$ cat src/design/rv32i_pkg.sv
`default_nettype none

package rv32i_pkg;

    // ******************************
    // sizing
    // ******************************

    localparam int unsigned XLEN          = 32;
    localparam int unsigned PHYS_TAG_BITS = 6;

    // ******************************
    // major opcodes
    // ******************************

    typedef enum logic [6:0] {
        op_b_lui   = 7'b0110111,
        op_b_auipc = 7'b0010111,
        op_b_jal   = 7'b1101111,
        op_b_jalr  = 7'b1100111,
        op_b_br    = 7'b1100011,
        op_b_load  = 7'b0000011,
        op_b_store = 7'b0100011,
        op_b_imm   = 7'b0010011,
        op_b_reg   = 7'b0110011
    } op_b_t;

    // funct3 of conditional branches
    typedef enum logic [2:0] {
        branch_f3_beq  = 3'b000,
        branch_f3_bne  = 3'b001,
        branch_f3_blt  = 3'b100,
        branch_f3_bge  = 3'b101,
        branch_f3_bltu = 3'b110,
        branch_f3_bgeu = 3'b111
    } branch_f3_t;

    // immediates are kept raw, the branch unit sign-extends them
    typedef struct packed {
        op_b_t                    opcode;
        logic [2:0]               funct3;
        logic [XLEN-1:0]          pc;
        logic [11:0]              i_imm;
        logic [12:0]              b_imm;
        logic [20:0]              j_imm;
        logic                     bp;
        logic [XLEN-1:0]          bp_addr;
        logic [PHYS_TAG_BITS-1:0] rd_tag;
    } decode_info_t;

endpackage

`default_nettype wire
$ cat src/design/bp_pkg.sv
`default_nettype none

package bp_pkg;

    // ******************************
    // sizing
    // ******************************

    localparam int unsigned BTB_INDEX_BITS = 8;
    localparam int unsigned BTB_ENTRIES    = 1 << BTB_INDEX_BITS;
    localparam int unsigned PERF_CNT_BITS  = 16;
    localparam int unsigned PERF_EVENTS    = 3;

    // ******************************
    // branch target buffer
    // ******************************

    typedef struct packed {
        logic                      valid;
        logic [BTB_INDEX_BITS-1:0] index;
        logic [31:0]               target;
    } btb_wr_t;

    typedef struct packed {
        logic        hit;
        logic [31:0] target;
    } btb_rd_t;

    // ******************************
    // resolution
    // ******************************

    typedef struct packed {
        logic [31:0] pc;
    } redirect_t;

    typedef struct packed {
        logic                                valid;
        logic [rv32i_pkg::PHYS_TAG_BITS-1:0] rd_tag;
        logic [31:0]                         rd_value;
        logic                                taken;
        logic                                mispredict;
    } br_result_t;

endpackage

`default_nettype wire

$ cat src/design/redirect_ctrl.sv
`timescale 1ns/1ps
`default_nettype none

module redirect_ctrl (
    input  wire logic              clk,
    input  wire logic              rst,
    input  wire logic              redirect_req,
    input  wire bp_pkg::redirect_t redirect_in,
    input  wire logic              redirect_ready,
    output logic                   redirect_valid,
    output bp_pkg::redirect_t      redirect_out,
    output logic                   flush,
    output logic                   issue_ready
);

    typedef enum logic [1:0] {
        st_reset,
        st_idle,
        st_pending
    } state_t;

    state_t state;
    state_t state_next;
    logic   capture;

    // ******************************
    // state register
    // ******************************

    always_ff @(posedge clk) begin
        if (rst) begin
            state <= st_reset;
        end else begin
            state <= state_next;
        end
    end

    always_comb begin
        state_next = state;
        case (state)
            st_reset: begin
                state_next = st_idle;
            end
            st_idle: begin
                if (redirect_req) begin
                    state_next = st_pending;
                end
            end
            st_pending: begin
                // hold until the front end takes it
                if (redirect_ready) begin
                    state_next = st_idle;
                end
            end
            default: begin
                state_next = st_reset;
            end
        endcase
    end

    // ******************************
    // redirect target
    // ******************************

    assign capture = (state == st_idle) && redirect_req;

    always_ff @(posedge clk) begin
        if (capture) begin
            redirect_out <= redirect_in;
        end
    end

    assign redirect_valid = (state == st_pending);
    assign issue_ready    = (state == st_idle);

    // squash younger work on the request cycle and while waiting
    assign flush = capture || (state == st_pending);

endmodule

`default_nettype wire

$ cat config.mk
export PLATFORM = sky130hd
export DESIGN_NAME = redirect_ctrl
export DESIGN_NICKNAME = d
export VERILOG_FILES = /design/src/design/rv32i_pkg.sv /design/src/design/bp_pkg.sv /design/src/design/redirect_ctrl.sv
export SDC_FILE = /design/constraint.sdc
export NUM_CORES = 1
export LEC_CHECK = 0
export BUFFER_PORTS_ARGS = -buffer_cell sky130_fd_sc_hd__buf_2
export CAP_MARGIN = 20
export CORE_MARGIN = 2
export CORE_UTILIZATION = 40
export CTS_BUF_LIST = sky130_fd_sc_hd__clkbuf_2
export DETAILED_ROUTE_END_ITERATION = 12
export PLACE_DENSITY = 0.77
export RECOVER_POWER = 50
export SYNTH_ARGS = -nofsm -noshare
export SYNTH_HDL_FRONTEND = slang
export SYNTH_SLANG_ARGS = --single-unit
export TNS_END_PERCENT = 20
$ cat constraint.sdc
create_clock -name clk -period 2 [get_ports clk]
set_input_delay 0.3 -clock clk [delete_from_list [all_inputs] [get_ports clk]]
set_output_delay 0.3 -clock clk [all_outputs]
set_load 0.01 [all_outputs]
==> qor.yml <==
drv_cap: 0
io_pins: 71
min_to: "redirect_out[24]"
multi_input_area_um2: 65.1
antenna_found_initial: 0
crit_slowest_cell: "dfxtp_1"
final-hold-violation-count: 0
worst_setup_path_end_kind: "primary output"
postCtsHoldBufs: 0
route.detailed.drc: 0
track_usage_pct: 13.9
wl_per_cell_um: 12.7
p_leak_nw: 0.628
insertion_delay_ps: 350
drt_iter0_drc: 8
mostFrequentLayoutCells: "buf_2, edfxtp_1, clkbuf_1, clkbuf_2"
required_ps: 1700
root_buffer: "clkbuf_2"
io_buffers: 70
grt_max_degree: 18
rr_worst_depth: 3
p_total_mw: 1.22
status: "finished, final reports clean"
nNetsFinal: 159
hold_path_class: "primary input to register"
grt.met3_usage_pct: 10.7
fp.dieH_um: 55.8
finalCritPeriodShare_pct: 79.4
synth_top_area_cell: "edfxtp_1"
netlist_instances: 44
area_delta_synth_final_pct: 38.9
initial_core_util_pct: 42.9
synth_top_area_share_pct: 89.5
met2_usage_pct: 22.4
vias: 695
postSynthAreaPerCell_um2: 24.4
power_density_nw_per_um2: 821
finalSetupViolations: 0
crit_path_max_fanout: 6
globalRouteOverflowTotal: 0
clock-sinks: 34
synth_area_leaders: "edfxtp_1, dfxtp_1, and2b_2"
top_usage_layer: "met2"
holdWs_ps: 107
rows: 18
antenna_left: 0
finClkSkew_ps: 10.5
postCtsSetupBuffers: 0
tritoncts: "done"
core_area_um2: 2500
place_ws_ps: 799
grt_pass1_vias: 671
cpPeakStageDelay_ps: 430
met1_usage_pct: 12.6
die_area_um2: 3110
regArea_um2: 1000
relSlewSlack_pct: 86.1
gp_congestion: 0.655
cts_resized: 0
fin_crit_ps: 1590
path_cells: "and2b_2 -> nand2b_1 -> buf_2"
grt_pass1_wl_mm: 3.04
ir_drop_mv: 0.570
rsz0062_at_grt: "false"
drive_above_1_share_pct: 53.2
final_common_cell: "buf_2"
netlist_area_um2: 1070
dp_hpwl_mm: 1.48
synth-seq-area-share_pct: 93.2
ys_warn_count: 0
syn_nets: 80
max_freq_ghz: 0.630
nFillCells: 213
setup_tns_ps: 0
ys_seq_elements: 34
path_clk_slew_ps: 150
numCtsBuffers: 5
diodes: 0
cp-start-kind: "register"
htreeDepth: 2
first_pass_iters: 4
r2r_end: "redirect_out[2]"
slew_viol_final: 0
worstSetupPathType: "register to primary output"
die-width_um: 55.8
cts_max_path_buffers: 2
ys_types: 10
rrSetupSlack_ps: 760
worstHoldStart: "redirect_in[24]"
viasPerCell: 4.51
hold-path-cell-count: 1
setup_ws_ps: 413
arrival_ps: 1290
tightest_slew_ps: 209
r2r-start: "state[0]"
wirelength_mm: 1.95
## power breakdown
group          total [mW]  internal, mW  switching, mW
combinational       0.111        0.0520         0.0585
sequential          0.828         0.818        0.00965
clock               0.285        0.0859          0.200
total                1.22         0.956          0.268
## routing by layer
layer | part of all wire (%) | vias to the layer above
li1 | - | 330
met1 | 30 | 309
met2 | 53 | 50
met3 | 16 | 6
met4 | 1.4 | 0
met5 | 0 | -
## metrics by stage
| stage | cell area (µm²) | instances | util (%) |
|---|---|---|---|
| floorplan | 1070 | 44 | - |
| global placement | 1480 | 146 | 59.1 |
| detailed placement | 1480 | 146 | 59.1 |
| CTS | 1520 | 154 | 60.6 |
| global route | 1490 | 154 | 59.7 |
| finish | 1490 | 154 | 59.7 |
## synth_stat cells (all sizes together)
cell type	number
edfxtp	32
a21oi	2
and2b	2
dfxtp	2
nand2b	2
a21o	1
inv	1
nand3b	1
or3b	1
## worst max path at each step
stage,start,endpoint,slack [ps],cells after the start
finish,state[0],flush,410,3
global route,state[0],flush,300,3
CTS,state[0],flush,380,3
detailed placement,state[1],redirect_out[31],800,3
global placement,redirect_req,redirect_out[26],840,4
floorplan,state[1],redirect_out[0],450,2
## flip-flops by register name, indices dropped and copies added, names as in the netlist
name          cells
redirect_out     32
state             2
## cells by family after synthesis
logic type             count (synthesis)  share of synthesized area [%]
AND/OR/NAND/NOR                        6                           4.31
buffers and inverters                  1                          0.349
AO/OA/AOI/OAI                          3                           2.10
flip-flops                            34                           93.2
## area by class of cell
class                      count  share of cell area [%]
tap                           30                    2.52
timing repair buffer          72                    23.2
clock inverter                 2                   0.587
sequential                    34                    67.1
inverter                       1                   0.252
clock buffer                   6                    2.01
multi-input combinational      9                    4.36
## worst max-delay path: cells and delay by family, from the launching register on
family | cells | cell delay, ps
buffers and inverters | 1 | 140
flip-flops | 1 | 430
AND/OR/NAND/NOR | 2 | 370
No activity file was read; power rests on OpenSTA's default activity.
