--- config.mk ---
export PLATFORM = sky130hd
export DESIGN_NAME = branch_perf_counters
export DESIGN_NICKNAME = d
export VERILOG_FILES = /design/src/design/rv32i_pkg.sv /design/src/design/bp_pkg.sv /design/src/design/branch_perf_counters.sv
export SDC_FILE = /design/constraint.sdc
export NUM_CORES = 1
export LEC_CHECK = 0
export BUFFER_PORTS_ARGS = -buffer_cell sky130_fd_sc_hd__buf_2
export CORE_MARGIN = 4
export CORE_UTILIZATION = 46
export DETAILED_ROUTE_END_ITERATION = 6
export PLACE_DENSITY = 0.73
export SLEW_MARGIN = 40
export SYNTH_ARGS = -nofsm -noshare
export SYNTH_HDL_FRONTEND = slang
export SYNTH_SLANG_ARGS = --single-unit
--- constraint.sdc ---
create_clock -name clk -period 2.2 [get_ports clk]
set_clock_uncertainty 0.15 [all_clocks]
set_input_delay 0.22 -clock clk [delete_from_list [all_inputs] [get_ports clk]]
set_output_delay 0.22 -clock clk [all_outputs]
set_load 0.03 [all_outputs]
--- src/design/rv32i_pkg.sv ---
`default_nettype none

package rv32i_pkg;

    // ******************************
    // sizing
    // ******************************

    localparam int unsigned XLEN          = 32;
    localparam int unsigned PHYS_TAG_BITS = 6;

    // ******************************
    // major opcodes
    // ******************************

    typedef enum logic [6:0] {
        op_b_lui   = 7'b0110111,
        op_b_auipc = 7'b0010111,
        op_b_jal   = 7'b1101111,
        op_b_jalr  = 7'b1100111,
        op_b_br    = 7'b1100011,
        op_b_load  = 7'b0000011,
        op_b_store = 7'b0100011,
        op_b_imm   = 7'b0010011,
        op_b_reg   = 7'b0110011
    } op_b_t;

    // funct3 of conditional branches
    typedef enum logic [2:0] {
        branch_f3_beq  = 3'b000,
        branch_f3_bne  = 3'b001,
        branch_f3_blt  = 3'b100,
        branch_f3_bge  = 3'b101,
        branch_f3_bltu = 3'b110,
        branch_f3_bgeu = 3'b111
    } branch_f3_t;

    // immediates are kept raw, the branch unit sign-extends them
    typedef struct packed {
        op_b_t                    opcode;
        logic [2:0]               funct3;
        logic [XLEN-1:0]          pc;
        logic [11:0]              i_imm;
        logic [12:0]              b_imm;
        logic [20:0]              j_imm;
        logic                     bp;
        logic [XLEN-1:0]          bp_addr;
        logic [PHYS_TAG_BITS-1:0] rd_tag;
    } decode_info_t;

endpackage

`default_nettype wire
--- src/design/bp_pkg.sv ---
`default_nettype none

package bp_pkg;

    // ******************************
    // sizing
    // ******************************

    localparam int unsigned BTB_INDEX_BITS = 8;
    localparam int unsigned BTB_ENTRIES    = 1 << BTB_INDEX_BITS;
    localparam int unsigned PERF_CNT_BITS  = 16;
    localparam int unsigned PERF_EVENTS    = 3;

    // ******************************
    // branch target buffer
    // ******************************

    typedef struct packed {
        logic                      valid;
        logic [BTB_INDEX_BITS-1:0] index;
        logic [31:0]               target;
    } btb_wr_t;

    typedef struct packed {
        logic        hit;
        logic [31:0] target;
    } btb_rd_t;

    // ******************************
    // resolution
    // ******************************

    typedef struct packed {
        logic [31:0] pc;
    } redirect_t;

    typedef struct packed {
        logic                                valid;
        logic [rv32i_pkg::PHYS_TAG_BITS-1:0] rd_tag;
        logic [31:0]                         rd_value;
        logic                                taken;
        logic                                mispredict;
    } br_result_t;

endpackage

`default_nettype wire

--- src/design/branch_perf_counters.sv ---
`timescale 1ns/1ps
`default_nettype none

module branch_perf_counters (
    input  wire logic                           clk,
    input  wire logic                           rst,
    input  wire bp_pkg::br_result_t             result,
    output logic [bp_pkg::PERF_CNT_BITS-1:0]    resolved_count,
    output logic [bp_pkg::PERF_CNT_BITS-1:0]    taken_count,
    output logic [bp_pkg::PERF_CNT_BITS-1:0]    mispredict_count
);

    logic [bp_pkg::PERF_EVENTS-1:0]   events;
    logic [bp_pkg::PERF_CNT_BITS-1:0] counts [bp_pkg::PERF_EVENTS];

    // 0 resolved, 1 taken, 2 mispredicted
    assign events[0] = result.valid;
    assign events[1] = result.valid && result.taken;
    assign events[2] = result.valid && result.mispredict;

    // ******************************
    // saturating counters
    // ******************************

    always_ff @(posedge clk) begin
        if (rst) begin
            for (int i = 0; i < bp_pkg::PERF_EVENTS; i++) begin
                counts[i] <= '0;
            end
        end else begin
            for (int i = 0; i < bp_pkg::PERF_EVENTS; i++) begin
                // stick at all ones
                if (events[i] && (counts[i] != '1)) begin
                    counts[i] <= counts[i] + 1'b1;
                end
            end
        end
    end

    assign resolved_count   = counts[0];
    assign taken_count      = counts[1];
    assign mispredict_count = counts[2];

endmodule

`default_nettype wire

==> flow_summary.yaml, run 1 <==
outcome:
  run_status: "finished, final reports clean"
finish:
  filler_cell_count: 521
  area_growth_syn_to_layout_pct: 20.8
  mostFrequentLayoutCell: "sky130_fd_sc_hd__buf_2"
  drive_gt1_share_pct: 29.6
  largest_reg_flops: 48
  layout_top_registers: "counts: 48 flops"
  antenna-diode-count: 0
  final_net_count: 359
  most-common-layout-cells: "sky130_fd_sc_hd__buf_2 (52), sky130_fd_sc_hd__edfxtp_1 (48), sky130_fd_sc_hd__a31oi_1 (45), sky130_fd_sc_hd__xnor2_1 (23), sky130_fd_sc_hd__buf_4 (21)"
  registers.top_by_ff_count: "counts"
  utilization_pct: 57.1
die:
  ios: 91
  overall_die_area_sq_um: 7350
  fp-row-count: 28
  initial_core_util_pct: 47.3
  fp.coreArea_sq_um: 5890
  die_width_um: 85.8
  fp.dieH_um: 85.8
yosys:
  synthDominantAreaCellType: "sky130_fd_sc_hd__edfxtp_1"
  post_synthesis_net_count: 295
  synth_async_sr_flop_share_pct: 0
  fraction_of_post_synthesis_cell_area_in_the_top_cell_type_by_area_pct: 51.8
  postSynthAreaPerCell_sq_um: 11.2
  synth_seq_cells: 48
  post_synth_num_cell_types: 34
  syn-cell-area_sq_um: 2780
  post_synth_edffs: 48
  synth.yosys.warnings: 0
  netlist_top_cells_area: "sky130_fd_sc_hd__edfxtp_1 (52%), sky130_fd_sc_hd__a31oi_1 (10%), sky130_fd_sc_hd__xnor2_1 (7.2%)"
  sequential_area_share_after_synthesis_pct: 51.8
  ys_dominant_reg_cell: "sky130_fd_sc_hd__edfxtp_1"
  syn_inst: 249
detailed_routing:
  antenna_left: 0
  routed_wire_length_per_instance_um: 16.1
  totalWireLength_mm: 6.28
  drt_pre_antenna_iters: 5
  detail_route.iter0.violations: 112
  via_per_inst: 5.76
  residual_drc: 0
  total_vias_in_the_final_route: 2239
global_route:
  grt_start_max_net_pins: 29
  grt_first_pass_wirelength_mm: 10.4
  grt_usage_pct: 17.5
  first_global_vias: 2191
  grt-ovfl-total: 0
  antenna_found_initial: 0
timing:
  report.final.slew_viol_count: 0
  slew_headroom_pct: 72.8
  rsz0062_at_grt: "false"
  tightestPinTransition_ps: 408
  number_of_failing_hold_endpoints_at_the_final_stage: 0
  final_cycle_utilization_of_the_critical_path_pct: 94.3
  setup_total_negative_slack_ps: 0
  timing.fmax_mhz: 482
  fin_crit_ps: 2070
  setup_viol: 0
worst_setup_path:
  worst-r2r-cell-count: 6
  critical_path.startpoint_type: "register"
  rrSetupSlack_ps: 130
  critical_path_arrival_ps: 1960
  cp.required_ps: 2080
  cp-end-kind: "register"
  r2r_start: "counts[0][0]"
  rr_endpoint: "counts[0][47]"
  path_class: "reg -> reg"
  worstPathMaxFanout: 28
power:
  switchingPower_mw: 0.707
  internal_power_mw: 1.50
  pwr-share-comb_pct: 23.0
  vdd.ir_drop.worst_v: 0.000330
  seq_power_share_pct: 54.3
  power-per-cell-area_nw_per_um2: 656
  clkPwrFrac_pct: 22.7
  totalPowerFinal_mw: 2.21
  power.static_leakage_nw: 1.22
  p_sw_share_pct: 32.0
cts:
  cts_inserted_buffers: 5
  cts.root.buffer_cell: "sky130_fd_sc_hd__clkbuf_8"
  insertion_delay_ps: 290
  max-clock-path-buffers: 2
  ctsHtreeMaxLevel: 2
  clock_sink_count: 48
  tritoncts: "done"
  cts.reportedPaths.clkPinSlew_ps: 90
  post_cts_resize_count: 0
  postCtsHoldBufs: 0
  postCtsSetupRepairBufs: 0
job:
  maxCapViolCount: 0
min_path:
  whs_path_depth: 2
  launch_instance_of_the_worst_min_delay_path: "rst"
  worst_hold_path_type: "in -> reg"
  worst_hold_path.endpoint: "counts[0][27]"
placement:
  numPortBuffers: 52
  gp_routability_congestion: 0.851
  dpl_wire_length_mm: 4.37
-- worst max-delay path by stage --
stage / start / slack [ps] / end / depth (start not counted)
floorplan: counts[0][0] / -5 / counts[0][16] / 7
global placement: counts[0][25] / 160 / counts[0][13] / 5
detailed placement: counts[0][25] / 160 / counts[0][13] / 5
CTS: counts[0][25] / 130 / counts[0][12] / 5
global route: counts[0][39] / 10 / counts[0][19] / 5
finish: counts[0][0] / 130 / counts[0][47] / 6
-- through the flow --
step | std cells | hold WS, ps | area [sq um] | setup WS, ps
2_1_floorplan | 249 | 425 | 2810 | -5.36
3_3_place_gp | 381 | 442 | 3280 | 163
3_5_place_dp | 381 | 454 | 3280 | 156
4_1_cts | 389 | 356 | 3360 | 130
5_1_grt | 389 | 366 | 3360 | 9.91
6_report | 389 | 358 | 3360 | 126
-- cell families (layout without fill, tap and decap cells) --
group	Yosys count	in the layout	synth area share, %
xor gates and xnor gates	39	39	12.3
and+or+nand+nor	78	78	17.1
AOI/OAI and AO/OA	54	54	12.8
adders and majority gates	3	3	1.35
buffers and inverters	27	92	4.63
DFF	48	48	51.8
-- per-layer routing --
| layer | up-vias | wire length (um) | GRT usage (%) |
|---|---|---|---|
| li1 | 1098 | - | - |
| met4 | 0 | 38 | 4.89 |
| met5 | - | 0 | 0 |
| met1 | 1083 | 2750 | 22.8 |
| met3 | 2 | 292 | 2.98 |
| met2 | 56 | 3200 | 29.9 |
-- power by group through the flow --
| stage | sequential [mW] | combinational [mW] | clock [mW] |
|---|---|---|---|
| floorplan | 1.37 | 0.182 | 0 |
| global placement | 1.21 | 0.500 | 0 |
| detailed placement | 1.22 | 0.510 | 0 |
| CTS | 1.20 | 0.512 | 0.522 |
| global route | 1.21 | 0.547 | 0.562 |
| finish | 1.20 | 0.508 | 0.500 |
-- synth_stat cells (2+ instances only) --
library cell,instances
sky130_fd_sc_hd__xnor2_1,23
sky130_fd_sc_hd__nor2_1,6
sky130_fd_sc_hd__edfxtp_1,48
sky130_fd_sc_hd__or3_1,2
sky130_fd_sc_hd__buf_6,2
sky130_fd_sc_hd__o21ai_0,2
sky130_fd_sc_hd__nand3_1,14
sky130_fd_sc_hd__or4_1,2
sky130_fd_sc_hd__nor3_1,6
sky130_fd_sc_hd__inv_1,8
sky130_fd_sc_hd__nand2_1,11
sky130_fd_sc_hd__buf_2,10
sky130_fd_sc_hd__xor2_1,16
sky130_fd_sc_hd__ha_1,3
sky130_fd_sc_hd__and4_1,4
sky130_fd_sc_hd__nand4_1,11
sky130_fd_sc_hd__and2_1,2
sky130_fd_sc_hd__nand2b_1,3
sky130_fd_sc_hd__nor2b_1,2
sky130_fd_sc_hd__a31oi_1,45
sky130_fd_sc_hd__clkbuf_1,7
sky130_fd_sc_hd__nor4_1,7
sky130_fd_sc_hd__a32oi_1,3
sky130_fd_sc_hd__and3_1,2
-- worst max-delay path, stage by stage, from the launching register on --
cell                       delay [ps]
sky130_fd_sc_hd__edfxtp_1         410
sky130_fd_sc_hd__ha_2             230
sky130_fd_sc_hd__nand4_1          160
sky130_fd_sc_hd__nor2_2           220
sky130_fd_sc_hd__a41o_1           320
sky130_fd_sc_hd__buf_12           210
sky130_fd_sc_hd__a32oi_1          110
-- layout make-up --
class                   count  area (sq um)  share of cell area, %
clock buffers               5          68.8                   2.05
clock inverters             3          13.8                  0.410
inverters                   8          30.0                  0.894
multi-input cells         174          1230                   36.7
flip-flops and latches     48          1440                   42.9
well taps                  75          93.8                   2.79
repair buffers             76           478                   14.2
No activity file was read; power rests on OpenSTA's default activity.
==> inputs of run 2 (changes only) <==
- ABC_AREA: not set -> 1
- PLACE_DENSITY: 0.73 -> 0.72
- clock period: 2.2 -> 1.7 ns (I/O delays scaled with it)
==> run 2 against run 1 <==
Against the previous run: the run now ends with negative setup slack left; power grew 39%; maximum frequency grew 13%; sequential share of layout area shrank 6.1 points; critical path type unchanged; clock power grew 34%; first-iteration DRC count shrank 15%; routed wire length grew 1.4%; setup slack lost 260 ps; synthesized cell count grew 40%; combinational power grew 75%; register-to-register slack lost 260 ps; sequential power grew 25%; largest power group unchanged; core utilization grew 7.9 points; highest routed layer unchanged.
==> flow_summary.yaml, run 2 <==
finish:
  antenna-diode-count: 0
  largest_reg_flops: 48
  registers.top_by_ff_count: "counts"
  layout_top_registers: "counts: 48 flops"
  drive_gt1_share_pct: 33.5
  most-common-layout-cells: "sky130_fd_sc_hd__nand2_1 (102), sky130_fd_sc_hd__inv_1 (57), sky130_fd_sc_hd__buf_4 (54), sky130_fd_sc_hd__buf_2 (52), sky130_fd_sc_hd__edfxtp_1 (48)"
  mostFrequentLayoutCell: "sky130_fd_sc_hd__nand2_1"
  final_net_count: 510
  area_growth_syn_to_layout_pct: 35.1
power:
  power-per-cell-area_nw_per_um2: 781
  vdd.ir_drop.worst_v: 0.000455
  power.static_leakage_nw: 2.06
  totalPowerFinal_mw: 3.06
worst_setup_path:
  path_class: "reg -> reg"
  critical_path_arrival_ps: 1750
  critical_path.startpoint_type: "register"
  cp.required_ps: 1620
  rrSetupSlack_ps: -130
  cp-end-kind: "register"
  worstPathMaxFanout: 16
placement:
  gp_routability_congestion: 0.841
  numPortBuffers: 52
  dpl_wire_length_mm: 4.67
global_route:
  grt_usage_pct: 17.5
  grt_first_pass_wirelength_mm: 10.6
  antenna_found_initial: 0
  grt_start_max_net_pins: 17
  grt-ovfl-total: 0
  first_global_vias: 2415
timing:
  timing.fmax_mhz: 547
  report.final.slew_viol_count: 0
  setup_viol: 48
  finalWorstSetupSlack_ps: -129
  number_of_failing_hold_endpoints_at_the_final_stage: 0
  holdWs_ps: 229
  rsz0062_at_grt: "true"
  tightestPinTransition_ps: 254
  final_cycle_utilization_of_the_critical_path_pct: 108
  slew_headroom_pct: 83.0
  fin_crit_ps: 1830
yosys:
  postSynthAreaPerCell_sq_um: 8.33
  synth.cells.most_frequent: "sky130_fd_sc_hd__nand2_1 (110), sky130_fd_sc_hd__inv_1 (59), sky130_fd_sc_hd__edfxtp_1 (48), sky130_fd_sc_hd__nor2_1 (41), sky130_fd_sc_hd__xor2_1 (22)"
  syn-cell-area_sq_um: 2900
  netlist_top_cells_area: "sky130_fd_sc_hd__edfxtp_1 (50%), sky130_fd_sc_hd__nand2_1 (14%), sky130_fd_sc_hd__inv_1 (7.6%)"
  yosysMostFrequentCell: "sky130_fd_sc_hd__nand2_1"
  ys_dominant_reg_cell: "sky130_fd_sc_hd__edfxtp_1"
  synth.yosys.warnings: 0
  fraction_of_post_synthesis_cell_area_in_the_top_cell_type_by_area_pct: 49.7
  sequential_area_share_after_synthesis_pct: 49.7
  synth_async_sr_flop_share_pct: 0
  post_synth_edffs: 48
  post_synth_num_cell_types: 20
  synthDominantAreaCellType: "sky130_fd_sc_hd__edfxtp_1"
  synth_seq_cells: 48
  syn_inst: 348
  post_synthesis_net_count: 394
detailed_routing:
  totalWireLength_mm: 6.37
  total_vias_in_the_final_route: 2544
  routed_wire_length_per_instance_um: 11.8
  antenna_left: 0
  drt_pre_antenna_iters: 4
  detail_route.iter0.violations: 95
  residual_drc: 0
  via_per_inst: 4.71
cts:
  cts_inserted_buffers: 5
  insertion_delay_ps: 300
  tritoncts: "done"
  cts.root.buffer_cell: "sky130_fd_sc_hd__clkbuf_8"
  ctsHtreeMaxLevel: 2
  cts.reportedPaths.clkPinSlew_ps: 90
  postCtsHoldBufs: 0
  clock_sink_count: 48
  max-clock-path-buffers: 2
die:
  initial_core_util_pct: 48.1
  fp.coreArea_sq_um: 6030
  ios: 91
  fp.dieH_um: 87.4
  fp-row-count: 28
  overall_die_area_sq_um: 7640
  die_width_um: 87.4
outcome:
  violations: "negative setup slack"
  run_status: "finished with violations"
min_path:
  worst_hold_path_type: "in -> reg"
job:
  maxCapViolCount: 0
==> run 2: what timing repair did <==
| action | 4_1_cts | 5_1_grt |
|---|---|---|
| pin swaps | 4 | 3 |
| setup buffers | 1 | 2 |
| endpoints found under the hold margin | 0 | 0 |
| gates resized for setup | 8 | 15 |
| gates cloned | 1 | 0 |
| setup endpoints to repair | 80 | 96 |
==> run 2: cell type report <==
class                           count  area [sq um]
Multi-Input combinational cell    230          1280
Sequential cell                    48          1440
Clock inverter                      1          3.75
Tap cell                           75          93.8
Inverter                           66           248
Fill cell                         505          2110
Clock buffer                        7          76.3
Timing Repair Buffer              113           769
==> run 2: per-stage QoR <==
step | std cells | worst slack (ps) | utilization, % | area, sq um | TNS [ps]
floorplan | 348 | -403 | - | 2930 | -28610
global placement | 529 | -124 | 61.6 | 3710 | -5050
detailed placement | 529 | -202 | 61.6 | 3710 | -9570
CTS | 539 | -136 | 64.0 | 3850 | -6310
global route | 540 | -229 | 65.0 | 3920 | -10480
finish | 540 | -129 | 65.0 | 3920 | -5150
==> run 2: power breakdown <==
group | switching (mW) | internal (mW) | leakage, nW
clock | 0.383 | 0.288 | 0.0399
sequential | 0.0658 | 1.43 | 0.509
combinational | 0.546 | 0.344 | 1.51
total | 0.995 | 2.06 | 2.06
==> run 2: worst paths after layout <==
check / start / end / cells after the start
setup reg to reg: counts[0][32] / counts[0][7] / 9
hold reg to reg: counts[0][0] / counts[0][1] / 3
setup / recovery: counts[0][32] / counts[0][7] / 9
hold / removal: result[40] / counts[0][8] / 4
==> run 2: worst max-delay path, stage by stage, from the launching register on <==
cell,delay [ps]
sky130_fd_sc_hd__edfxtp_1,420
sky130_fd_sc_hd__ha_4,180
sky130_fd_sc_hd__nand2_4,60
sky130_fd_sc_hd__nor2_4,120
sky130_fd_sc_hd__nand4_1,120
sky130_fd_sc_hd__nand2_2,140
sky130_fd_sc_hd__nand3_4,120
sky130_fd_sc_hd__buf_8,180
sky130_fd_sc_hd__nand2_1,70
sky130_fd_sc_hd__inv_1,40
==> run 2: routing by layer <==
layer	vias up	routed length, um	global-route usage [%]	part of all wire, %
met2	56	3140	29.7	49
met4	0	93	6.00	1.5
met5	-	0	0	0
li1	1301	-	-	-
met1	1178	2800	21.7	44
met3	9	341	4.16	5.4
==> run 2: cell families after synthesis <==
| kind of cell | after synthesis | share of synthesized area [%] |
|---|---|---|
| AO/OA/AOI/OAI | 3 | 0.733 |
| XOR/XNOR | 36 | 10.9 |
| adder cells (fa/ha/maj) | 3 | 1.29 |
| buffers and inverters | 71 | 10.1 |
| flip-flops | 48 | 49.7 |
| AND/OR/NAND/NOR | 187 | 27.4 |
