File: src/design/rv32i_pkg.sv
`default_nettype none

package rv32i_pkg;

    // ******************************
    // sizing
    // ******************************

    localparam int unsigned XLEN          = 32;
    localparam int unsigned PHYS_TAG_BITS = 6;

    // ******************************
    // major opcodes
    // ******************************

    typedef enum logic [6:0] {
        op_b_lui   = 7'b0110111,
        op_b_auipc = 7'b0010111,
        op_b_jal   = 7'b1101111,
        op_b_jalr  = 7'b1100111,
        op_b_br    = 7'b1100011,
        op_b_load  = 7'b0000011,
        op_b_store = 7'b0100011,
        op_b_imm   = 7'b0010011,
        op_b_reg   = 7'b0110011
    } op_b_t;

    // funct3 of conditional branches
    typedef enum logic [2:0] {
        branch_f3_beq  = 3'b000,
        branch_f3_bne  = 3'b001,
        branch_f3_blt  = 3'b100,
        branch_f3_bge  = 3'b101,
        branch_f3_bltu = 3'b110,
        branch_f3_bgeu = 3'b111
    } branch_f3_t;

    // immediates are kept raw, the branch unit sign-extends them
    typedef struct packed {
        op_b_t                    opcode;
        logic [2:0]               funct3;
        logic [XLEN-1:0]          pc;
        logic [11:0]              i_imm;
        logic [12:0]              b_imm;
        logic [20:0]              j_imm;
        logic                     bp;
        logic [XLEN-1:0]          bp_addr;
        logic [PHYS_TAG_BITS-1:0] rd_tag;
    } decode_info_t;

endpackage

`default_nettype wire
File: src/design/bp_pkg.sv
`default_nettype none

package bp_pkg;

    // ******************************
    // sizing
    // ******************************

    localparam int unsigned BTB_INDEX_BITS = 8;
    localparam int unsigned BTB_ENTRIES    = 1 << BTB_INDEX_BITS;
    localparam int unsigned PERF_CNT_BITS  = 16;
    localparam int unsigned PERF_EVENTS    = 3;

    // ******************************
    // branch target buffer
    // ******************************

    typedef struct packed {
        logic                      valid;
        logic [BTB_INDEX_BITS-1:0] index;
        logic [31:0]               target;
    } btb_wr_t;

    typedef struct packed {
        logic        hit;
        logic [31:0] target;
    } btb_rd_t;

    // ******************************
    // resolution
    // ******************************

    typedef struct packed {
        logic [31:0] pc;
    } redirect_t;

    typedef struct packed {
        logic                                valid;
        logic [rv32i_pkg::PHYS_TAG_BITS-1:0] rd_tag;
        logic [31:0]                         rd_value;
        logic                                taken;
        logic                                mispredict;
    } br_result_t;

endpackage

`default_nettype wire

File: src/design/branch_unit.sv
`timescale 1ns/1ps
`default_nettype none

module branch_unit (
    input  wire logic                    clk,
    input  wire logic                    rst,
    input  wire logic                    start,
    input  wire rv32i_pkg::decode_info_t op,
    input  wire logic [31:0]             rs1_value,
    input  wire logic [31:0]             rs2_value,
    input  wire logic                    flush,
    output bp_pkg::br_result_t           result,
    output bp_pkg::btb_wr_t              btb_wr,
    output logic                         redirect_req,
    output bp_pkg::redirect_t            redirect
);

    // stage one
    logic                    s1_valid;
    rv32i_pkg::decode_info_t s1_op;
    logic [31:0]             s1_rs1;
    logic [31:0]             s1_rs2;

    // stage two evaluation
    logic [31:0] i_off;
    logic [31:0] b_off;
    logic [31:0] j_off;
    logic        cmp_taken;
    logic        eval_taken;
    logic [31:0] eval_target;
    logic [31:0] eval_link;

    logic                    s2_valid;
    rv32i_pkg::decode_info_t s2_op;
    logic                    s2_taken;
    logic [31:0]             s2_target;
    logic [31:0]             s2_link;

    // redirect rule
    logic        mispredict;
    logic [31:0] seq_pc;
    logic [31:0] fix_pc;

    // output stage
    logic                                out_valid;
    logic                                out_wr_valid;
    logic                                out_redirect;
    logic [rv32i_pkg::PHYS_TAG_BITS-1:0] out_tag;
    logic [31:0]                         out_link;
    logic                                out_taken;
    logic [bp_pkg::BTB_INDEX_BITS-1:0]   out_index;
    logic [31:0]                         out_target;
    logic [31:0]                         out_fix_pc;

    // ******************************
    // valid pipeline
    // ******************************

    // flush squashes everything younger than the output stage
    always_ff @(posedge clk) begin
        if (rst) begin
            s1_valid     <= 1'b0;
            s2_valid     <= 1'b0;
            out_valid    <= 1'b0;
            out_wr_valid <= 1'b0;
            out_redirect <= 1'b0;
        end else begin
            s1_valid     <= start && !flush;
            s2_valid     <= s1_valid && !flush;
            out_valid    <= s2_valid && !flush;
            out_wr_valid <= s2_valid && !flush && s2_taken;
            out_redirect <= s2_valid && !flush && mispredict;
        end
    end

    always_ff @(posedge clk) begin
        s1_op      <= op;
        s1_rs1     <= rs1_value;
        s1_rs2     <= rs2_value;
        s2_op      <= s1_op;
        s2_taken   <= eval_taken;
        s2_target  <= eval_target;
        s2_link    <= eval_link;
        out_tag    <= s2_op.rd_tag;
        out_link   <= s2_link;
        out_taken  <= s2_taken;
        out_index  <= s2_op.pc[bp_pkg::BTB_INDEX_BITS+1:2];
        out_target <= s2_target;
        out_fix_pc <= fix_pc;
    end

    // ******************************
    // stage two
    // ******************************

    assign i_off = {{20{s1_op.i_imm[11]}}, s1_op.i_imm};
    assign b_off = {{19{s1_op.b_imm[12]}}, s1_op.b_imm};
    assign j_off = {{11{s1_op.j_imm[20]}}, s1_op.j_imm};

    always_comb begin
        case (rv32i_pkg::branch_f3_t'(s1_op.funct3))
            rv32i_pkg::branch_f3_beq:  cmp_taken = (s1_rs1 == s1_rs2);
            rv32i_pkg::branch_f3_bne:  cmp_taken = (s1_rs1 != s1_rs2);
            rv32i_pkg::branch_f3_blt:  cmp_taken = ($signed(s1_rs1) < $signed(s1_rs2));
            rv32i_pkg::branch_f3_bge:  cmp_taken = ($signed(s1_rs1) >= $signed(s1_rs2));
            rv32i_pkg::branch_f3_bltu: cmp_taken = (s1_rs1 < s1_rs2);
            rv32i_pkg::branch_f3_bgeu: cmp_taken = (s1_rs1 >= s1_rs2);
            default:                   cmp_taken = 1'b0;
        endcase
    end

    always_comb begin
        eval_taken  = 1'b0;
        eval_target = s1_op.pc + b_off;
        eval_link   = 32'h0;
        case (s1_op.opcode)
            rv32i_pkg::op_b_jal: begin
                eval_taken  = 1'b1;
                eval_target = s1_op.pc + j_off;
                eval_link   = s1_op.pc + 32'd4;
            end
            rv32i_pkg::op_b_jalr: begin
                eval_taken  = 1'b1;
                eval_target = (s1_rs1 + i_off) & ~32'h1;
                eval_link   = s1_op.pc + 32'd4;
            end
            rv32i_pkg::op_b_br: begin
                eval_taken = cmp_taken;
            end
            default: begin
                eval_taken = 1'b0;
            end
        endcase
    end

    // ******************************
    // redirect rule
    // ******************************

    assign seq_pc = s2_op.pc + 32'd4;

    always_comb begin
        mispredict = 1'b0;
        fix_pc     = s2_target;
        if (s2_op.bp && !s2_taken) begin
            mispredict = 1'b1;
            fix_pc     = seq_pc;
        end else if (!s2_op.bp && s2_taken) begin
            mispredict = 1'b1;
        end else if (s2_op.bp && s2_taken && (s2_op.bp_addr != s2_target)) begin
            // right direction, wrong target
            mispredict = 1'b1;
        end
    end

    always_comb begin
        result.valid      = out_valid;
        result.rd_tag     = out_tag;
        result.rd_value   = out_link;
        result.taken      = out_taken;
        result.mispredict = out_redirect;
        btb_wr.valid      = out_wr_valid;
        btb_wr.index      = out_index;
        btb_wr.target     = out_target;
        redirect_req      = out_redirect;
        redirect.pc       = out_fix_pc;
    end

endmodule

`default_nettype wire

File: config.mk
export PLATFORM = sky130hd
export DESIGN_NAME = branch_unit
export DESIGN_NICKNAME = d
export VERILOG_FILES = /design/src/design/rv32i_pkg.sv /design/src/design/bp_pkg.sv /design/src/design/branch_unit.sv
export SDC_FILE = /design/constraint.sdc
export NUM_CORES = 1
export LEC_CHECK = 0
export BUFFER_PORTS_ARGS = -buffer_cell sky130_fd_sc_hd__buf_4
export CAP_MARGIN = 5
export CELL_PAD_IN_SITES_DETAIL_PLACEMENT = 0
export CELL_PAD_IN_SITES_GLOBAL_PLACEMENT = 1
export CORE_ASPECT_RATIO = 1.25
export CORE_MARGIN = 4
export CORE_UTILIZATION = 40
export DETAILED_ROUTE_END_ITERATION = 6
export HOLD_SLACK_MARGIN = 0.05
export MAX_ROUTING_LAYER = met4
export PLACE_DENSITY_LB_ADDON = 0.1
export SYNTH_ARGS = -nofsm -noshare
export SYNTH_HDL_FRONTEND = slang
export SYNTH_SLANG_ARGS = --single-unit
File: constraint.sdc
create_clock -name clk -period 5.1 [get_ports clk]
set_clock_uncertainty 0.15 [all_clocks]
set_input_delay 0 -clock clk [delete_from_list [all_inputs] [get_ports clk]]
set_output_delay 0 -clock clk [all_outputs]
set_load 0.03 [all_outputs]
==> summary.md, run 1 <==
| Metric | Value |
|---|---|
| Rows | a little under 80 |
| CTS tree | built |
| Dpl cell area | ~0.018 mm^2 |
| Final Cycle Share | ~80% |
| Post-synthesis mux area share | less than 1% |
| CTS Buf Count | 44 |
| Net switching fraction of the power | between 20% and 30% |
| Endpoints failing setup | 0 |
| Critical Path AT | between 4 and 5 ns |
| Clk_lat worst skew | roughly 0.55 ns |
| Clk sinks | around 440 |
| Total GRT Usage | between 20% and 30% |
| Starting Density | around two fifths |
| DRC Markers | 0 |
| Netlist Area Pre-Place | 0.0153 mm^2 |
| Fin. Hold Viols | 0 |
| Post-Synth Adder-Cell Area | just over 8% |
| Die width | about 180 um |
| Setup TNS | 0 ns |
| Clk root buf | clkbuf_16 |
| Slew @ Worst Pin | 0.923 ns |
| Routed vias/inst | 4.63 |
| Seq pwr share | approximately 44% |
| Clock power share | approximately two fifths |
| H-tree depth | 2 |
| P_sw | between 2 and 2.5 mW |
| Worst-path fanout max | 12 |
| Top-count cell post-synth | dfxtp_1 |
| Leak | between 10 and 15 nW |
| Synth Area in XOR/XNOR | ~7.9% |
| Cell accounting for the most synthesized area | dfxtp_1 |
| Cell Int Power | approximately 6.6 mW |
| Status | completed |
| Non-filler cells, final | roughly 2,600 |
| Achievable Freq | ~240 MHz |
| Ys Warns | 0 |
| Synth Flop Type | dfxtp_1 |
| Io pins | just over 300 |
| Syn Inst Count | ~1,400 |
| Fin Hold WS | approximately 0.17 ns |
| Hpwl dp | roughly 30,000 um |
| Vert. Die Dim | 226 um |
| Cells after DPL | around 2,200 |
| Final instance area | 0.0236 mm^2 |
| Crit-path slowest cell | ha_1 |
| Mean Syn Cell Area | ~11 um^2 |
| Final min period | between 4 and 5 ns |
| CP peak stage delay | 0.50 ns |
| Power Dens Cells | between 300 and 400 mW/mm^2 |
| Sequential cell area fraction in the yosys report | between 50% and 60% |
| ANT nets after route | 0 |
| Final wirelength | roughly 44,000 um |
| Initial antenna violation count | 1 |
| Kind of critical path | reg -> reg |
| Synth Area in Simple Gates | a little under an eighth |
| CP Capture Type | flip-flop |
| CP most frequent cell | and2_1 |
| Worst Hold Class | in -> reg |
| Grt ovf | 0 |
| Dominant cells by area after synthesis | dfxtp_1 (58%), ha_1 (7.8%), xor2_1 (4.5%) |
| Routed vias | 12,200 |
| Crit-path cells | nor2b_1 -> nand4_1 -> inv_1 -> and2_1 -> nand2_1 -> and2_1 -> a21o_1 -> ha_1 -> nand4_2 -> nor4_4 -> o311a_1 -> a41o_2 -> a211oi_2 -> nor3b_2 -> o211ai_1 -> a32oi_1 -> xnor2_1 -> mux2i_1 |
| Final Util | between 60% and 70% |
| Clock Path Buffers | 3 |
| Largest family of logic cells by synthesized area | simple AND/OR/NAND/NOR gates |
| WP data required | 5.37 ns |
| Port Buffer Count | approximately 310 |
| Most frequent cells after synthesis | dfxtp_1 (443), nand2_1 (139), ha_1 (95) |
| Synth Area in Compound Gates | 11.1% |
| Area grow syn2layout | 54.4% |
| Worst setup SP type | flip-flop |
| Max VDD drop | about 370 uV |
| RSZ-0062 raised after global routing | no |
| Final nets | around 2,400 |
| Share of Yosys cell area claimed by the top area cell type | roughly three fifths |
| First-pass DRT Iterations | 5 |
| Iter 0 DRT Violations | between 400 and 500 |
| First-pass GRT wire length | between 60,000 and 70,000 um |
| Max cap viols | 0 |
| RePlAce Congestion | 0.848 |
| Comb power frac | between 15 and 20% |
| Post-synth EDFFs | 0 |
| CTS clock-pin slew for the worst setup and hold paths | around 0.06 ns |
| Vias in the first global route | around 13,000 |
| Synth cell types | 74 |
| Drt wl/cell | 16.7 um |
| Syn_nets | 1,694 |
| #FFs+latches synth | approximately 440 |
| Layout cells sized above 1 | between 10% and 20% |
| Core region area | 0.0375 mm^2 |
| Slew Viols, Final | 0 |
| Asr flop ratio synth | 0% |
| Largest net degree at the start of global routing | a little over 60 |
| Die area | between 0.04 and 0.05 mm^2 |
| Relative slew slack | a little under two fifths |
## worst paths after layout
kind,startpoint,end,slack (ns),depth (start not counted)
worst max register to register,s1_op[126],s2_target[31],0.91,18
worst max-delay path,s1_op[126],s2_target[31],0.91,18
worst min-delay path,flush,s1_valid,0.17,4
worst min register to register,s2_link[20],out_link[20],0.17,0
## cell type report
| class | count | area, um^2 |
|---|---|---|
| antenna | 1 | 2.50 |
| clock buffer | 55 | 1210 |
| clock inverter | 24 | 375 |
| fill | 2985 | 13900 |
| inverter | 51 | 191 |
| multi-input combinational | 874 | 6060 |
| sequential | 443 | 8870 |
| tap | 486 | 608 |
| timing repair buffer | 703 | 6250 |
## critical path, delay by kind of cell (launching register included)
family          cells  cell delay, ns
simple gates        8            1.54
compound gates      6            1.18
fa+ha+maj           1            0.50
flops               1            0.32
buf+inv             1            0.16
xor+xnor            1            0.14
mux                 1            0.08
## registers in the layout, summed over array words and instances, names as in the netlist, 6 cells and up
signal	flops
j_off	21
s1_rs1	32
s2_link	32
i_off	12
b_off	13
out_link	32
s1_op	81
out_index	8
out_target	32
redirect	32
s1_rs2	32
s2_target	32
out_tag	6
s2_op	71
## stage by stage
stage | power (mW) | worst slack (ns)
CTS | 8.97 | 0.924
detailed placement | 5.24 | 0.936
global placement | 5.24 | 0.960
finish | 8.90 | 0.911
global route | 9.28 | 0.624
floorplan | 4.69 | 1.47
## cell families (layout without fill, tap and decap cells)
group,count (synthesis),after routing
flops,443,443
mux,10,10
simple gates,369,369
other cells,0,1
fa+ha+maj,97,97
buf+inv,85,833
compound gates,260,260
xor+xnor,138,138
## timing repair
item / in CTS / in global routing
endpoints found under the hold margin: 196 / 0
setup buffers: 0 / 0
resized for setup: 0 / 0
hold buffers: 387 / 0
## power groups by stage
stage / Sequential [mW] / Clock [mW] / Combinational [mW]
4_1_cts: 3.96 / 3.57 / 1.44
3_3_place_gp: 4.04 / 0 / 1.20
3_5_place_dp: 4.04 / 0 / 1.20
5_1_grt: 3.98 / 3.72 / 1.57
6_report: 3.96 / 3.50 / 1.44
2_1_floorplan: 4.14 / 0 / 0.548
## cells in the final DEF (no fill, tap or decap), drive strengths merged, types with 55 or more instances in the layout
master,n
dlygate4sd3,387
ha,95
clkbuf,55
xnor2,59
xor2,79
a21oi,74
nor2,75
dfxtp,443
buf,316
nand2,139
o21ai,75
## layer usage
layer	vias up	GRT usage [%]	part of all wire, %
li1	6229	-	-
met5	-	-	0
met1	5627	25.5	43
met4	0	6.49	2.7
met3	72	3.19	4.4
met2	280	38.0	50
(Power assumes the default switching activity.)
==> inputs of run 2 (changes only) <==
ABC_AREA = 1   (was not set)
CORE_UTILIZATION = 37   (was 40)
clock period = 3.4 ns   (was 5.1 ns; I/O delays follow)
==> run 2 against run 1 <==
  * Global-route usage up 4.3 points
  * Design area increased by 8.2%
  * Wire length grew 38%
  * Via count is 24% higher
  * Largest power group unchanged
  * Sequential cell count did not move
  * Fmax rose by 28%
==> summary.md, run 2 <==
| Metric | Value |
|---|---|
| Cells after DPL | 2,774 (was 2,170) |
| Mean Syn Cell Area | 8.78 um^2 (was 10.9 um^2) |
| Most frequent cells after synthesis | dfxtp_1 (443), nand2_1 (375), inv_1 (213) (was dfxtp_1 (443), nand2_1 (139), ha_1 (95)) |
| Leak | 11.8 nW (was 10.5 nW) |
| Io pins | 310 (unchanged) |
| Final nets | 2,933 (was 2,409) |
| Crit-path slowest cell | dfxtp_1 (was ha_1) |
| ANT nets after route | 0 (unchanged) |
| H-tree depth | 2 (unchanged) |
| Final instance area | 0.0255 mm^2 (was 0.0236 mm^2) |
| #FFs+latches synth | 443 (unchanged) |
| Routed vias | 15,200 (was 12,200) |
| Reg2reg start | s1_op[124] (was s1_op[126]) |
| Buf/Inv on CP | 3 (was 1) |
| Crit-path cells | nand3b_1 -> nor3_4 -> nand2_2 -> buf_6 -> mux2_2 -> ha_1 -> buf_4 -> nand2_4 -> o21ai_1 -> nor2_2 -> o21ai_1 -> buf_4 -> a21o_1 -> nand2_1 -> nand2_1 -> nand2_1 -> nand3_1 -> nand2_1 (was nor2b_1 -> nand4_1 -> inv_1 -> and2_1 -> nand2_1 -> and2_1 -> a21o_1 -> ha_1 -> nand4_2 -> nor4_4 -> o311a_1 -> a41o_2 -> a211oi_2 -> nor3b_2 -> o211ai_1 -> a32oi_1 -> xnor2_1 -> mux2i_1) |
| CP Capture Type | flip-flop (unchanged) |
| Synth Flop Type | dfxtp_1 (unchanged) |
| Power Dens Cells | 521 mW/mm^2 (was 378 mW/mm^2) |
| Fin. Hold Viols | 0 (unchanged) |
| Top-count cell post-synth | dfxtp_1 (unchanged) |
| Clk_lat worst skew | 0.58 ns (was 0.55 ns) |
| Worst R2R Setup Slack | 0.13 ns (was 0.91 ns) |
| Clk sinks | 443 (unchanged) |
| Worst setup SP type | flip-flop (unchanged) |
| Synth cell types | 51 (was 74) |
| Vert. Die Dim | 244 um (was 226 um) |
| Pwr Total | 13.3 mW (was 8.90 mW) |
| Initial antenna violation count | 1 (unchanged) |
| Dpl cell area | 0.0197 mm^2 (was 0.0181 mm^2) |
| Number of flip-flops in the largest register | 81 (unchanged) |
| Area grow syn2layout | 54.8% (was 54.4%) |
| Starting Density | 37.4% (was 40.7%) |
| CTS clock-pin slew for the worst setup and hold paths | 0.07 ns (was 0.06 ns) |
| Routed vias/inst | 4.67 (was 4.63) |
| Final Util | 57.8% (was 62.9%) |
| CP peak stage delay | 0.30 ns (was 0.50 ns) |
| Top reg by flops | s1_op (unchanged) |
| Iter 0 DRT Violations | 668 (was 440) |
| Relative slew slack | 32.1% (was 37.9%) |
| CTS Buf Count | 44 (unchanged) |
| Ys Warns | 0 (unchanged) |
| Sequential cell area fraction in the yosys report | 53.8% (was 58.1%) |
| Port Buffer Count | 309 (unchanged) |
| Final min period | 3.27 ns (was 4.19 ns) |
| RePlAce Congestion | 0.921 (was 0.848) |
| Syn Inst Count | 1,876 (was 1,402) |
| Clk root buf | clkbuf_16 (unchanged) |
| Non-filler cells, final | 3,249 (was 2,637) |
| Max cap viols | 0 (unchanged) |
| Worst Hold Endpoint | s2_op[10] (was s1_valid) |
| Final wirelength | 60,800 um (was 44,000 um) |
| Largest regs | s1_op: 81 flops, s2_op: 71 flops (unchanged) |
| Most common cell after layout, fill and taps aside | dfxtp_1 (unchanged) |
| Hold_sp | s1_op[10] (was flush) |
| Commonest cells after routing, fill and taps aside | dfxtp_1 (443), dlygate4sd3_1 (389), nand2_1 (367) (was dfxtp_1 (443), dlygate4sd3_1 (387), buf_4 (316)) |
| Worst R2R End | s2_target[25] (was s2_target[31]) |
| Critical path depth in cells | 18 (unchanged) |
| Max VDD drop | 479 uV (was 367 uV) |
| Layout cells sized above 1 | 20.7% (was 19.5%) |
| Vias in the first global route | 16,000 (was 12,700) |
| Cell accounting for the most synthesized area | dfxtp_1 (unchanged) |
| Endpoints failing setup | 0 (unchanged) |
| First-pass GRT wire length | 92,300 um (was 68,300 um) |
| Die width | 197 um (was 183 um) |
| Netlist Area Pre-Place | 0.0165 mm^2 (was 0.0153 mm^2) |
| Drt wl/cell | 18.7 um (was 16.7 um) |
| Hpwl dp | 44,200 um (was 30,500 um) |
| Cells on worst reg2reg path | 18 (unchanged) |
| Largest delay share family, worst path | simple AND/OR/NAND/NOR gates (unchanged) |
| Status | completed (unchanged) |
| Kind of critical path | reg -> reg (unchanged) |
| RSZ-0062 raised after global routing | yes (was no) |
| Worst Hold Class | reg -> reg (was in -> reg) |
| First-pass DRT Iterations | 4 (was 5) |
| Rows | 86 (was 79) |
| Worst-path fanout max | 9 (was 12) |
| Dominant cells by area after synthesis | dfxtp_1 (54%), nand2_1 (8.5%), ha_1 (7.2%) (was dfxtp_1 (58%), ha_1 (7.8%), xor2_1 (4.5%)) |
| Final Cycle Share | 96.2% (was 82.1%) |
| Slew Viols, Final | 0 (unchanged) |
| Clock Path Buffers | 3 (unchanged) |
| Share of Yosys cell area claimed by the top area cell type | 53.8% (was 58.1%) |
| Post-synth EDFFs | 0 (unchanged) |
| Grt ovf | 0 (unchanged) |
| CP most frequent cell | nand2_1 (was and2_1) |
| Syn_nets | 2,168 (was 1,694) |
| Layout fillers | 3,821 (was 2,985) |
| Hold path depth | 0 (was 4) |
| Slew @ Worst Pin | 1.02 ns (was 0.923 ns) |
| Achievable Freq | 306 MHz (was 239 MHz) |
| Critical Path AT | 3.59 ns (was 4.45 ns) |
| Die area | 0.0480 mm^2 (was 0.0414 mm^2) |
| Total GRT Usage | 25.8% (was 21.5%) |
| Core region area | 0.0441 mm^2 (was 0.0375 mm^2) |
| DRC Markers | 0 (unchanged) |
| Largest net degree at the start of global routing | 35 (was 62) |
| CTS tree | built (unchanged) |
| WP data required | 3.72 ns (was 5.37 ns) |
| Asr flop ratio synth | 0% (unchanged) |
[run 2: metal layers]
metal  part of all wire, %  track usage, %  routed length (um)
met1                    38            28.1               23400
met2                    54            48.5               33000
met3                   3.3            3.07                1980
met4                   3.9            8.26                2390
met5                     0               -                   0
[run 2: power breakdown]
group / leakage, nW / switching, mW / internal [mW]
clock network: 0.754 / 2.11 / 2.92
logic: 7.29 / 1.27 / 1.08
registers: 3.71 / 0.322 / 5.57
[run 2: per-stage QoR]
stage	setup TNS, ns	hold slack, ns	setup WS [ns]
floorplan	0	-0.122	0.218
global placement	0	-0.0457	0.0514
detailed placement	0	-0.0446	0.0380
CTS	0	0.171	0.0126
global route	-0.384	0.180	-0.0789
finish	0	0.171	0.131
[run 2: what timing repair did]
action / CTS / global route
hold buffers: 389 / 0
setup buffers: 0 / 4
setup endpoints to repair: 0 / 22
endpoints found under the hold margin: 196 / 0
resized for setup: 0 / 89
[run 2: how the worst max path moves through the flow]
| stage | slack, ns | endpoint | start |
|---|---|---|---|
| final | 0.13 | s2_target[25] | s1_op[124] |
| after floorplan | 0.22 | s2_target[18] | s1_op[124] |
| after global routing | -0.08 | s2_target[25] | s1_op[124] |
| after CTS | 0.01 | s2_target[15] | s1_op[124] |
| after detailed placement | 0.04 | s2_target[25] | s1_op[124] |
| after global placement | 0.05 | s2_target[15] | s1_op[124] |
[run 2: kinds of logic after synthesis]
kind of cell	share of synthesized area, %
compound gates	10.7
xor+xnor	2.66
buf+inv	5.61
mux	0.820
fa+ha+maj	7.46
simple gates	19.0
flops	53.8
[run 2: layout make-up]
type | instances | area [um^2] | area share, %
diodes | 2 | 5.00 | 0.0196
clock buffers | 60 | 1290 | 5.06
clock inverters | 20 | 235 | 0.922
inverters | 220 | 826 | 3.24
multi-input cells | 1192 | 7030 | 27.6
flip-flops and latches | 443 | 8870 | 34.8
well taps | 572 | 716 | 2.81
repair buffers | 740 | 6530 | 25.6
==> inputs of run 3 (changes only) <==
MAX_ROUTING_LAYER = not set   (was met4)
==> run 3 against run 2 <==
  * The flow now finishes with violations (DRC)
  * Register-to-register slack better by 0.02 ns
  * Sequential share of layout area up 0.16 points
  * Setup slack improved by 0.018 ns
  * Count of clock-buffer cells in the layout fell by 1
  * Global-route usage down 1.3 points
  * Total power fell by 0.48%
  * Largest cell class unchanged
==> summary.md, run 3 (synthesis gave the netlist of run 2 again) <==
| Metric | Value |
|---|---|
| Status | finished with violations (was completed) |
| Failing checks | DRC |
| Largest net degree at the start of global routing | 34 (was 35) |
| Routed vias/inst | 4.67 (about the same) |
| Worst-path fanout max | 7 (was 9) |
| Iter 0 DRT Violations | 621 (was 668) |
| Relative slew slack | 28.4% (was 32.1%) |
| Grt ovf | 0 (unchanged) |
| Drt wl/cell | 18.4 um (was 18.7 um) |
| Cells on worst reg2reg path | 18 (unchanged) |
| Crit-path slowest cell | mux2_4 (was dfxtp_1) |
| Leak | 11.7 nW (was 11.8 nW) |
| Pre-CTS WS | 0.0424 ns (was 0.0380 ns) |
| Routed vias | 15,200 (about the same) |
| Slew Viols, Final | 0 (unchanged) |
| Fin. Hold Viols | 0 (unchanged) |
| Clk_lat worst skew | 0.56 ns (was 0.58 ns) |
| Hpwl dp | 43,800 um (was 44,200 um) |
| RePlAce Congestion | 0.867 (was 0.921) |
| Rows | 86 (unchanged) |
| Max VDD drop | 522 uV (was 479 uV) |
| Initial antenna violation count | 3 (was 1) |
| ANT nets after route | 0 (unchanged) |
| Buf/Inv on CP | 3 (unchanged) |
| Final Util | 57.5% (was 57.8%) |
| H-tree depth | 2 (unchanged) |
| CP Capture Type | flip-flop (unchanged) |
| Number of flip-flops in the largest register | 81 (unchanged) |
| Port Buffer Count | 309 (unchanged) |
| Commonest cells after routing, fill and taps aside | dfxtp_1 (443), dlygate4sd3_1 (390), nand2_1 (367) (was dfxtp_1 (443), dlygate4sd3_1 (389), nand2_1 (367)) |
| Crit-path cells | nand3b_1 -> nor3_4 -> nand2_2 -> buf_6 -> buf_4 -> mux2_4 -> ha_4 -> nand2_4 -> nor2_4 -> inv_2 -> nor3_2 -> a21oi_2 -> o21bai_2 -> nand3_1 -> nand2_1 -> nand2_1 -> nand3_1 -> nand2_1 (was nand3b_1 -> nor3_4 -> nand2_2 -> buf_6 -> mux2_2 -> ha_1 -> buf_4 -> nand2_4 -> o21ai_1 -> nor2_2 -> o21ai_1 -> buf_4 -> a21o_1 -> nand2_1 -> nand2_1 -> nand2_1 -> nand3_1 -> nand2_1) |
| Area grow syn2layout | 54.0% (was 54.8%) |
| Worst R2R Setup Slack | 0.15 ns (was 0.13 ns) |
| DRC Markers | 6 (was 0) |
| Worst setup SP type | flip-flop (unchanged) |
| CP most frequent cell | nand2_1 (unchanged) |
| Pwr Total | 13.2 mW (was 13.3 mW) |
| CTS Buf Count | 43 (was 44) |
| CP peak stage delay | 0.31 ns (was 0.30 ns) |
| Final wirelength | 59,800 um (was 60,800 um) |
| Vert. Die Dim | 244 um (unchanged) |
| Top reg by flops | s1_op (unchanged) |
| Endpoints failing setup | 0 (unchanged) |
| Io pins | 310 (unchanged) |
| Worst R2R End | s2_target[31] (was s2_target[25]) |
| Final Cycle Share | 95.6% (was 96.2%) |
| Layout fillers | 3,837 (was 3,821) |
| First-pass DRT Iterations | 7 (was 4) |
| Starting Density | 37.4% (unchanged) |
| Layout cells sized above 1 | 20.0% (was 20.7%) |
| CTS tree | built (unchanged) |
| Vias in the first global route | 16,000 (about the same) |
| Worst Hold Class | reg -> reg (unchanged) |
| Most common cell after layout, fill and taps aside | dfxtp_1 (unchanged) |
| Achievable Freq | 308 MHz (was 306 MHz) |
| Clk sinks | 443 (unchanged) |
| Kind of critical path | reg -> reg (unchanged) |
| Slew @ Worst Pin | 1.07 ns (was 1.02 ns) |
| Critical Path AT | 3.55 ns (was 3.59 ns) |
| Largest regs | s1_op: 81 flops, s2_op: 71 flops (unchanged) |
| Die width | 197 um (unchanged) |
| Final min period | 3.25 ns (was 3.27 ns) |
| First-pass GRT wire length | 91,000 um (was 92,300 um) |
| Reg2reg start | s1_op[124] (unchanged) |
| Die area | 0.0480 mm^2 (unchanged) |
| Power Dens Cells | 520 mW/mm^2 (was 521 mW/mm^2) |
| Hold path depth | 0 (unchanged) |
| Largest delay share family, worst path | simple AND/OR/NAND/NOR gates (unchanged) |
| Fin worst setup slack | 0.149 ns (was 0.131 ns) |
| WP data required | 3.70 ns (was 3.72 ns) |
| Core region area | 0.0441 mm^2 (unchanged) |
| Clock Path Buffers | 3 (unchanged) |
| Max cap viols | 0 (unchanged) |
| Worst Hold Endpoint | s2_op[33] (was s2_op[10]) |
| Total GRT Usage | 24.5% (was 25.8%) |
| Hold_sp | s1_op[33] (was s1_op[10]) |
| CTS clock-pin slew for the worst setup and hold paths | 0.07 ns (about the same) |
| Clk root buf | clkbuf_16 (unchanged) |
| Final nets | 2,934 (was 2,933) |
==> run 3: changes by cell type in the layout (fill, tap and decap cells not counted), moves of 4 or more <==
| cell | previous run | this run |
|---|---|---|
| ha_4 | 9 | 3 |
| clkbuf_1 | 3 | 7 |
| nor2_2 | 12 | 8 |
| clkbuf_8 | 13 | 9 |
| ha_1 | 79 | 86 |
==> run 3: layout make-up <==
type	count	area (um^2)	share of cell area, %
diodes	4	10.0	0.0394
clock buffers	59	1230	4.83
clock inverters	19	269	1.06
inverters	220	826	3.25
multi-input cells	1192	6900	27.2
flip-flops and latches	443	8870	34.9
well taps	572	716	2.82
repair buffers	742	6560	25.9
==> run 3: worst max-delay path by stage <==
stage               slack, ns  startpoint  cells after the start            end
floorplan                0.22  s1_op[124]                     18  s2_target[18]
global placement         0.04  s1_op[124]                     14  s2_target[15]
detailed placement       0.04  s1_op[124]                     15  s2_target[14]
CTS                      0.03  s1_op[124]                     15  s2_target[14]
global route           -0.007  s1_op[124]                     19  s2_target[24]
finish                   0.15  s1_op[124]                     18  s2_target[31]
==> run 3: power breakdown <==
part           internal [mW]  switching [mW]  leakage [nW]
sequential              5.57           0.313          3.71
clock                   2.94            2.06         0.731
combinational           1.07            1.26          7.29
==> run 3: worst register-to-register path, delay by kind of cell, from the launching register on <==
kind	cells	cell delay [ns]
simple gates	11	1.41
compound gates	2	0.31
mux	1	0.31
fa+ha+maj	1	0.31
flops	1	0.30
buf+inv	3	0.36
==> run 3: through the flow <==
stage                     hold WS [ns]  setup TNS, ns  std cells  cell area [um^2]
after floorplan                 -0.122              0       1876             16500
after global placement         -0.0456              0       2773             19700
after detailed placement       -0.0446              0       2773             19700
after CTS                        0.174              0       3241             25100
after global routing             0.178        -0.0103       3250             25400
final                            0.171              0       3251             25400
==> run 3: metal layers <==
layer	vias up	GRT usage [%]	part of all wire (%)
met3	99	3.22	3.7
met5	-	0	0
met1	7036	27.0	38
met4	0	6.79	3.2
li1	7682	-	-
met2	355	48.5	55
==> run 3: what timing repair did <==
action | CTS | global route
gates resized for setup | 0 | 66
hold buffers | 390 | 0
endpoints found under the setup margin | 0 | 23
buffers inserted | 0 | 6
endpoints found under the hold margin | 196 | 0
